--- src/router_defines.svh ---
/* Mesh router sizing macros for port count, input FIFO depth
   and mesh coordinate width */
`ifndef ROUTER_DEFINES_SVH
`define ROUTER_DEFINES_SVH

// North, south, west, east and local
`define ROUTER_NUM_PORTS 5

// Entries per input FIFO and initial credit per output
`define ROUTER_BUF_DEPTH 4

// Bits in one of the y or x coordinates
`define ROUTER_COORD_W 4

`endif

--- src/router_pkg.sv ---
/* Router types for mesh coordinates, flit layout, port encoding
   and the head record an input unit hands to the arbiter */
`include "router_defines.svh"

package router_pkg;

  typedef struct packed {
    logic [`ROUTER_COORD_W-1:0] y;
    logic [`ROUTER_COORD_W-1:0] x;
  } coord_t;

  // Destination in the upper byte
  typedef struct packed {
    coord_t     dest;
    logic [7:0] payload;
  } flit_t;

  typedef enum logic [2:0] {
    PORT_N = 3'd0,
    PORT_S = 3'd1,
    PORT_W = 3'd2,
    PORT_E = 3'd3,
    PORT_L = 3'd4
  } port_e;

  typedef struct packed {
    logic  valid;
    port_e out_port;
    flit_t flit;
  } head_t;

endpackage

--- src/input_unit.sv ---
/* Circular flit FIFO for one router port with
   YX route computation for the flit at its head */
`include "router_defines.svh"

module input_unit (
  input  logic               clk,
  input  logic               reset_i,
  input  router_pkg::coord_t router_yx_i,
  input  router_pkg::flit_t  flit_i,
  input  logic               valid_i,
  input  logic               pop_i,
  output router_pkg::head_t  head_o
);

  localparam int DEPTH = `ROUTER_BUF_DEPTH;
  localparam int PTR_W = $clog2(DEPTH);
  localparam int CNT_W = $clog2(DEPTH + 1);

  router_pkg::flit_t  mem [DEPTH];
  logic [PTR_W-1:0]   rd_ptr_q;
  logic [PTR_W-1:0]   wr_ptr_q;
  logic [CNT_W-1:0]   count_q;
  logic               push;
  logic               pop;
  router_pkg::flit_t  head_flit;
  router_pkg::port_e  route;

  // Upstream credits keep the FIFO from overflowing
  assign push = valid_i;
  assign pop  = pop_i && (count_q != '0);

  always_ff @(posedge clk) begin
    if (push) begin
      mem[wr_ptr_q] <= flit_i;
    end
  end

  always_ff @(posedge clk) begin
    if (reset_i) begin
      rd_ptr_q <= '0;
      wr_ptr_q <= '0;
      count_q  <= '0;
    end else begin
      if (push) begin
        wr_ptr_q <= (wr_ptr_q == PTR_W'(DEPTH - 1)) ? '0 : wr_ptr_q + 1'b1;
      end
      if (pop) begin
        rd_ptr_q <= (rd_ptr_q == PTR_W'(DEPTH - 1)) ? '0 : rd_ptr_q + 1'b1;
      end
      count_q <= count_q + CNT_W'(push) - CNT_W'(pop);
    end
  end

  assign head_flit = mem[rd_ptr_q];

  // Resolve y before x in YX order
  always_comb begin
    if (head_flit.dest.y > router_yx_i.y) begin
      route = router_pkg::PORT_S;
    end else if (head_flit.dest.y < router_yx_i.y) begin
      route = router_pkg::PORT_N;
    end else if (head_flit.dest.x > router_yx_i.x) begin
      route = router_pkg::PORT_E;
    end else if (head_flit.dest.x < router_yx_i.x) begin
      route = router_pkg::PORT_W;
    end else begin
      route = router_pkg::PORT_L;
    end
  end

  always_comb begin
    head_o.valid    = (count_q != '0);
    head_o.out_port = route;
    head_o.flit     = head_flit;
  end

endmodule

--- src/switch_arbiter.sv ---
/* Switch allocator with per-output round-robin arbiters and credit counters
   that produce input pops, upstream credits and crossbar selects */
`include "router_defines.svh"

module switch_arbiter (
  input  logic                                       clk,
  input  logic                                       reset_i,
  input  router_pkg::head_t [`ROUTER_NUM_PORTS-1:0]  heads_i,
  input  logic [`ROUTER_NUM_PORTS-1:0]               credit_i,
  output logic [`ROUTER_NUM_PORTS-1:0]               pop_o,
  output logic [`ROUTER_NUM_PORTS-1:0]               credit_o,
  output logic [`ROUTER_NUM_PORTS-1:0]               fire_o,
  output router_pkg::port_e [`ROUTER_NUM_PORTS-1:0]  sel_o
);

  localparam int NP    = `ROUTER_NUM_PORTS;
  localparam int PTR_W = $bits(router_pkg::port_e);
  localparam int CNT_W = $clog2(`ROUTER_BUF_DEPTH + 1);

  // req[out][in]
  logic [NP-1:0][NP-1:0]    req;
  logic [NP-1:0][PTR_W-1:0] rr_ptr_q;
  logic [NP-1:0][PTR_W-1:0] rr_ptr_d;
  logic [NP-1:0][CNT_W-1:0] credit_cnt_q;
  logic [NP-1:0][PTR_W-1:0] win_idx;
  logic [NP-1:0]            found;

  always_comb begin
    for (int o = 0; o < NP; o++) begin
      for (int i = 0; i < NP; i++) begin
        req[o][i] = heads_i[i].valid && (heads_i[i].out_port == router_pkg::port_e'(o));
      end
    end
  end

  always_comb begin : p_arb
    int j;
    j        = 0;
    pop_o    = '0;
    fire_o   = '0;
    found    = '0;
    win_idx  = '0;
    rr_ptr_d = rr_ptr_q;
    for (int o = 0; o < NP; o++) begin
      // First requester at or after the pointer with wraparound
      for (int k = 0; k < NP; k++) begin
        j = int'(rr_ptr_q[o]) + k;
        if (j >= NP) begin
          j = j - NP;
        end
        if (!found[o] && req[o][j]) begin
          found[o]   = 1'b1;
          win_idx[o] = PTR_W'(j);
        end
      end
      fire_o[o] = found[o] && (credit_cnt_q[o] != '0);
      if (fire_o[o]) begin
        pop_o[win_idx[o]] = 1'b1;
        rr_ptr_d[o] = (win_idx[o] == PTR_W'(NP - 1)) ? '0 : win_idx[o] + 1'b1;
      end
    end
  end

  always_comb begin
    for (int o = 0; o < NP; o++) begin
      sel_o[o] = router_pkg::port_e'(win_idx[o]);
    end
  end

  // Each freed input slot returns one credit upstream
  assign credit_o = pop_o;

  always_ff @(posedge clk) begin
    if (reset_i) begin
      rr_ptr_q <= '0;
      for (int o = 0; o < NP; o++) begin
        credit_cnt_q[o] <= CNT_W'(`ROUTER_BUF_DEPTH);
      end
    end else begin
      rr_ptr_q <= rr_ptr_d;
      for (int o = 0; o < NP; o++) begin
        // Send and return may coincide
        credit_cnt_q[o] <= credit_cnt_q[o] - CNT_W'(fire_o[o]) + CNT_W'(credit_i[o]);
      end
    end
  end

endmodule

--- src/crossbar_out.sv ---
/* Registered 5x5 crossbar that muxes the granted head flit onto
   each output and registers it with its valid strobe */
`include "router_defines.svh"

module crossbar_out (
  input  logic                                       clk,
  input  logic                                       reset_i,
  input  router_pkg::head_t [`ROUTER_NUM_PORTS-1:0]  heads_i,
  input  logic [`ROUTER_NUM_PORTS-1:0]               fire_i,
  input  router_pkg::port_e [`ROUTER_NUM_PORTS-1:0]  sel_i,
  output router_pkg::flit_t [`ROUTER_NUM_PORTS-1:0]  out_flit_o,
  output logic [`ROUTER_NUM_PORTS-1:0]               out_valid_o
);

  localparam int NP = `ROUTER_NUM_PORTS;

  router_pkg::flit_t [NP-1:0] xbar_flit;

  // One input mux per output
  always_comb begin
    for (int o = 0; o < NP; o++) begin
      xbar_flit[o] = heads_i[sel_i[o]].flit;
    end
  end

  // Flit holds its last value between strobes
  always_ff @(posedge clk) begin
    for (int o = 0; o < NP; o++) begin
      if (fire_i[o]) begin
        out_flit_o[o] <= xbar_flit[o];
      end
    end
  end

  always_ff @(posedge clk) begin
    if (reset_i) begin
      out_valid_o <= '0;
    end else begin
      out_valid_o <= fire_i;
    end
  end

endmodule

--- src/mesh_router.sv ---
/* Five-port mesh router top with input units in a generate loop,
   switch arbiter and registered output crossbar */
`include "router_defines.svh"

module mesh_router (
  input  logic                                       clk,
  input  logic                                       reset_i,
  input  router_pkg::coord_t                         router_yx_i,
  input  router_pkg::flit_t [`ROUTER_NUM_PORTS-1:0]  in_flit_i,
  input  logic [`ROUTER_NUM_PORTS-1:0]               in_valid_i,
  input  logic [`ROUTER_NUM_PORTS-1:0]               credit_i,
  output router_pkg::flit_t [`ROUTER_NUM_PORTS-1:0]  out_flit_o,
  output logic [`ROUTER_NUM_PORTS-1:0]               out_valid_o,
  output logic [`ROUTER_NUM_PORTS-1:0]               credit_o
);

  localparam int NP = `ROUTER_NUM_PORTS;

  router_pkg::head_t [NP-1:0] heads;
  logic [NP-1:0]              pop;
  logic [NP-1:0]              fire;
  router_pkg::port_e [NP-1:0] sel;

  // Port index p follows the port_e order N, S, W, E, L
  for (genvar p = 0; p < NP; p++) begin : g_in
    input_unit i_input_unit (
      .clk         (clk),
      .reset_i     (reset_i),
      .router_yx_i (router_yx_i),
      .flit_i      (in_flit_i[p]),
      .valid_i     (in_valid_i[p]),
      .pop_i       (pop[p]),
      .head_o      (heads[p])
    );
  end

  switch_arbiter i_switch_arbiter (
    .clk      (clk),
    .reset_i  (reset_i),
    .heads_i  (heads),
    .credit_i (credit_i),
    .pop_o    (pop),
    .credit_o (credit_o),
    .fire_o   (fire),
    .sel_o    (sel)
  );

  // Output registers add the second cycle of latency
  crossbar_out i_crossbar_out (
    .clk         (clk),
    .reset_i     (reset_i),
    .heads_i     (heads),
    .fire_i      (fire),
    .sel_i       (sel),
    .out_flit_o  (out_flit_o),
    .out_valid_o (out_valid_o)
  );

endmodule

--- config.mk ---
export PLATFORM = sky130hd
export DESIGN_NAME = mesh_router
export DESIGN_NICKNAME = d
export VERILOG_FILES = /design/src/router_pkg.sv /design/src/input_unit.sv /design/src/switch_arbiter.sv /design/src/crossbar_out.sv /design/src/mesh_router.sv
export VERILOG_INCLUDE_DIRS = /design/src /design/src/src
export SDC_FILE = /design/constraint.sdc
export NUM_CORES = 1
export LEC_CHECK = 0
export BUFFER_PORTS_ARGS = -buffer_cell sky130_fd_sc_hd__buf_2
export CORE_AREA = 2 2 215 217
export DETAILED_ROUTE_END_ITERATION = 8
export DIE_AREA = 0 0 217 219
export PLACE_DENSITY = 0.85
export SLEW_MARGIN = 20
export SYNTH_ARGS = -nofsm -noshare
export SYNTH_HDL_FRONTEND = slang
export SYNTH_SLANG_ARGS = --single-unit
--- constraint.sdc ---
create_clock -name clk -period 8.4 [get_ports clk]
set_input_delay 0.84 -clock clk [delete_from_list [all_inputs] [get_ports clk]]
set_output_delay 0.84 -clock clk [all_outputs]
set_load 0.01 [all_outputs]
# Word level (Yosys, flattened, before mapping)
# Memories as Yosys holds them, arrays and structs flattened. A register that Yosys moved wholly into a read port is not among the register bits.
# Index checks and enable logic that the tools add are counted.
# classes
add_sub_neg	80
mul	0
div	0
n_lt_le_gt_ge	80
n_eq_ne	35
shifts	0
mux	230
bitwise	4
reduce_logical	95
# op_table
operator	count
32-bit by 5-bit < comparator with 1-bit output, second input constant	25
32-bit 2-to-1 mux	25
32-bit by 4-bit greater-or-equal comparator with 1-bit output, second input constant	20
32-bit by 4-bit subtractor with 32-bit output, second input constant	20
20-bit binary-select mux with 3-bit select	5
3-bit 2-to-1 mux	50
1-bit 2-to-1 mux	90
16-bit 2-to-1 mux	5
1-bit binary-select mux with 3-bit select	25
1-bit logical AND	60
3-bit by 2-bit adder with 4-bit output, second input constant	10
4-bit greater-than comparator	10
4-bit < comparator	10
2-bit 2-to-1 mux	20
3-bit by 1-bit adder with 3-bit output	10
3-bit by 2-bit equality test with 1-bit output, second input constant	10
3-bit equality test, second input constant	10
3-bit nonzero test	10
3-bit by 1-bit subtractor with 3-bit output	10
5-bit 2-to-1 mux	5
2-bit by 1-bit adder with 2-bit output, second input constant	10
3-bit by 1-bit adder with 4-bit output, second input constant	5
3-bit by 3-bit adder with 4-bit output, second input constant	5
2-bit equality test, second input constant	10
10 further kinds	64
# word_totals
reg_bits	150
latchBits	0
ram_bits	320
romBits	0
in_bits	100
elab_cells	570
n_memories	5
# memory_table
name	depth	word_bits	rd	rd_ports_with_merged_regs	write_ports	line_no	rtl
g_in[0].i_input_unit.mem	4	16	1	1	1	input_unit.sv:19	router_pkg::flit_t mem [DEPTH];
g_in[1].i_input_unit.mem	4	16	1	1	1	input_unit.sv:19	
g_in[2].i_input_unit.mem	4	16	1	1	1	input_unit.sv:19	
g_in[3].i_input_unit.mem	4	16	1	1	1	input_unit.sv:19	
g_in[4].i_input_unit.mem	4	16	1	1	1	input_unit.sv:19	

# Logic depth before layout (Yosys ltp)
# depth
word_depth	39
mapped_depth	27
mapped_depth_nobuf	24

# Modules after synthesis
# A second synthesis with hierarchy kept.
# unflattened
hier_cells	2273
hier_area_um2	28217.1
# modules_own_cells
module	n_inst	cells_per_inst	area_each_um2
input_unit	5	164	3036.7
switch_arbiter	1	981	7273.2
crossbar_out	1	472	5760.5

# Worst setup path before layout
# No wires, ideal clock.
# synth_path
kind	register to register
from	reg (tool-made name)
to	reg g_in[1].i_input_unit.count_q[2]
setup_ps	128
t_arrival_ps	6584
required_time_ps	8272
slack_ps	1688
path_stages_with_launch	23
period_less_slack_ps	6712
cell_sequence	dfxtp_1 > clkbuf_1 > buf_1 > mux4_2 > ha_1 > and4_1 > o311ai_2 > nor3_1 > mux2i_1 > a2bb2oi_1 > nor2b_1 > a31oi_1 > nor2b_1 > a221oi_2 > o311ai_2 > ha_1 > inv_1 > ha_1 > inv_1 > fa_1 > xor2_1 > xnor2_1 > nor2_1
# synth_rtl
item	line_no	rtl
end signal: assignment	input_unit.sv:50	count_q <= count_q + CNT_W'(push) - CNT_W'(pop);
end: declaration	input_unit.sv:22	logic [CNT_W-1:0] count_q;

==> Implementation_results.wiki <==
{| class="wikitable"
! Metric !! Value
|-
| Synth Area in XOR/XNOR || 1.54%
|-
| Horiz. Die Dim || 217 um
|-
| Total setup buffers inserted after CTS || 0
|-
| Initial core utilization || 60.5%
|-
| Die footprint || 47,500 sq um
|-
| Vias in the first global route || 20,346
|-
| Syn Inst Count || 2,251
|-
| Startpoint kind of the worst setup timing path || flip-flop
|-
| First-pass GRT wire length || 124,000 um
|-
| Height of the die || 219 um
|-
| Post-detailed-placement cell area || 28,700 sq um
|-
| Most Used Layer, Global Route || met2
|-
| Cell Rows || 78
|-
| Max-cap violations || 0
|-
| Data arrival time of the critical path || 6.59 ns
|-
| Global-route met3 utilization || 6.38%
|-
| Final setup margin || 0.968 ns
|-
| Port-buffer cells || 189
|-
| Slew at the pin closest to its max-slew limit || 1.13 ns
|-
| Share of final-layout standard cells stronger than drive strength 1 || 18.8%
|-
| Clock Tree Root || clkbuf_16
|-
| Detailed router's first-iteration violation count || 3,206
|-
| Average vias per placed instance || 6.87
|-
| Number of max-slew violations in the final report || 0
|-
| Most common flop cell mapped by yosys || edfxtp_1
|-
| Number of nets in the final layout || 2,659
|-
| Worst setup slack for register-to-register paths || 1.31 ns
|-
| Drt wl/cell || 27.2 um
|-
| Netlist Area Pre-Place || 27,300 sq um
|-
| H-tree levels || 2
|-
| Clock-pin slew on the worst setup and hold paths || 0.07 ns
|-
| First-pass detailed-route iteration total || 7
|-
| Met1 routing resource usage after global routing || 44.3%
|-
| Basic-gate share of the synthesized area counting and, or, nand and nor cells || 11.4%
|-
| Non-filler instance count after layout || 3,052
|-
| Syn avg cell area || 12.1 sq um
|-
| Post-route ant nets || 0
|-
| Path category of the worst min-delay check || in2reg
|-
| Total of endpoints with negative setup slack in the final report || 0
|-
| Fin Clk Skew || 0.0316 ns
|-
| TritonCTS Sinks || 480
|-
| Worst-case clock buffer depth || 3
|-
| Top-Level Pins || 190
|-
| DRC || 0
|-
| Final non-filler cell area || 30,300 sq um
|-
| Number of cells in the design after placement || 2,955
|-
| Number of CTS-inserted buffers || 48
|-
| Met2 Track Usage GR || 56.4%
|-
| Hold depth || 1
|-
| Placer Congestion || 0.970
|-
| Reg2reg end || g_in[1].i_input_unit.count_q[2]
|-
| Depth of the worst register-to-register path || 22
|-
| Worst max-slew margin expressed relative to the limit || 24.7%
|-
| Final HPWL DP || 59,000 um
|-
| Main combinational cell family by area after synthesis || compound AO/OA/AOI/OAI gates
|-
| Sequential-to-total area share from yosys stat || 49.9%
|-
| Post-synthesis mux area share || 11.9%
|-
| Clock latency on the worst-skew pair || 0.62 ns
|-
| Final hold viol count || 0
|-
| Overall Global Routing Usage || 34.7%
|-
| Layout overhead on the synthesized area || 11.3%
|-
| Global route total overflow || 0
|-
| TritonCTS clock tree || done
|-
| Critical Path Sink Type || output pin
|-
| Crit path time final || 7.43 ns
|-
| Post-Synthesis Net Count || 2,505
|-
| Number of antenna violations at the first check in global routing || 9
|-
| Setup TNS || 0 ns
|-
| Adder-Cell Fraction of Synth Area || 7.48%
|-
| YS warnings || 0
|-
| Number of flops mapped to enable cells by yosys || 400
|-
| Number of distinct library cells after synthesis || 109
|-
| Async set-or-reset flop fraction in the synthesized netlist || 0%
|-
| Post-cts repair resize count || 0
|-
| Setup repair after global routing missed its margin || no
|-
| Worst Setup Path Type || reg2out
|-
| Core Area || 45,100 sq um
|-
| Count of hold buffers inserted by post-cts repair || 0
|-
| Required time reported for the critical path endpoint || 7.56 ns
|-
| Routed Wire Length || 83,000 um
|-
| Share of the clock period used by the worst path after layout || 88.5%
|-
| Compound-cell area share of the yosys netlist || 14.4%
|-
| Setup slack at placement || 1.46 ns
|-
| Peak fanout along the critical path || 19
|-
| Via Count || 20,974
|-
| Result of the run || complete, no violations
|-
| Highest clock rate || 0.135 GHz
|-
| Largest net degree at the start of global routing || 79
|-
| CP Capture Point || credit_o[1]
|-
| Count of state elements after synthesis || 480
|}
flip-flops by register name, indices dropped and copies added, names as in the netlist, named ones only:
| signal | flops |
|---|---|
| i_switch_arbiter.credit_cnt_q | 15 |
| i_crossbar_out.out_valid_o | 5 |
| g_in.i_input_unit.rd_ptr_q | 10 |
| g_in.i_input_unit.count_q | 15 |
| i_switch_arbiter.rr_ptr_q | 15 |
| i_crossbar_out.out_flit_o | 80 |
| g_in.i_input_unit.wr_ptr_q | 10 |
| g_in.i_input_unit.mem | 320 |
final cells by class:
type,instances,area (sq um)
repair buffers,216,1150
flip-flops and latches,480,13600
inverters,121,454
multi-input cells,1538,12800
fillers,3196,14700
well taps,600,751
clock inverters,26,279
diodes,7,17.5
clock buffers,64,1310
stage by stage:
| step | hold slack [ns] | utilization [%] |
|---|---|---|
| 2_1_floorplan | 0.460 | - |
| 3_5_place_dp | 0.493 | 63.7 |
| 3_3_place_gp | 0.494 | 63.7 |
| 4_1_cts | 0.424 | 67.2 |
| 6_report | 0.437 | 67.3 |
| 5_1_grt | 0.432 | 67.3 |
logic make-up after synthesis:
family                     after synthesis
AOI/OAI and AO/OA                      534
xor gates and xnor gates                48
adders and majority gates              154
buffers and inverters                  233
DFF                                    480
muxes                                  216
and+or+nand+nor                        586
metal layers:
| layer | vias up | share of wire, % |
|---|---|---|
| met5 | - | 0.035 |
| met4 | 4 | 5.9 |
| met3 | 287 | 9.3 |
| met2 | 1326 | 47 |
| met1 | 10291 | 38 |
| li1 | 9066 | - |
placed cells by master, fill, tap and decap left out, types with 35 or more instances in the layout:
master     count
ha_1         139
a22oi_1       50
buf_2        189
edfxtp_1     400
nor3_1        57
nand2_1       98
nor2b_1       54
mux2i_1      108
clkbuf_16     48
nand3_1       38
nand2b_1      36
dfxtp_1       80
a21oi_1       92
a31oi_1       35
xnor2_1       37
o21ai_0       55
a211oi_1      49
nor2_1       148
inv_1        109
o221ai_1      39
mux4_2        83
how the worst min path moves through the flow:
stage                                                start                               end
after floorplan           g_in[3].i_input_unit.rd_ptr_q[1]                         flip-flop
after global placement    g_in[0].i_input_unit.rd_ptr_q[1]  g_in[0].i_input_unit.rd_ptr_q[1]
after detailed placement  g_in[0].i_input_unit.rd_ptr_q[1]  g_in[0].i_input_unit.rd_ptr_q[1]
after CTS                                    in_flit_i[18]    g_in[1].i_input_unit.mem[2][2]
after global routing                         in_flit_i[79]   g_in[4].i_input_unit.mem[3][15]
final                                        in_flit_i[20]    g_in[1].i_input_unit.mem[2][4]
synth_stat cells, drive strengths merged, types with 36 or more instances:
cell | number | area [sq um]
a21oi | 96 | 492
nor3 | 60 | 315
a211oi | 51 | 393
nor2 | 152 | 583
mux4 | 83 | 1870
nand2b | 36 | 225
xnor2 | 37 | 324
nor2b | 54 | 338
nand3 | 38 | 190
mux2i | 108 | 1080
a22oi | 52 | 409
inv | 117 | 439
ha | 139 | 1740
edfxtp | 400 | 12000
a31oi | 36 | 225
nand2 | 98 | 368
clkbuf | 75 | 282
o221ai | 40 | 368
buf | 37 | 185
o21ai | 66 | 334
dfxtp | 80 | 1600
worst max-delay path, stage by stage (launching register included):
cell and delay [ns]:
dfxtp_1 0.89, mux4_2 0.74, ha_1 0.38, a21o_1 0.23, o311ai_2 0.58, nor3_1 0.27, o211ai_1 0.34, nand2_1 0.18
nor4_4 0.53, o21a_1 0.19, a21oi_1 0.07, nor2_2 0.34, inv_2 0.27, a221oi_2 0.36, o311ai_0 0.35, buf_2 0.26
Power is left out: the tool's default activity adds up to more than one toggle a clock period on the data nets, which glitch-free logic cannot reach.
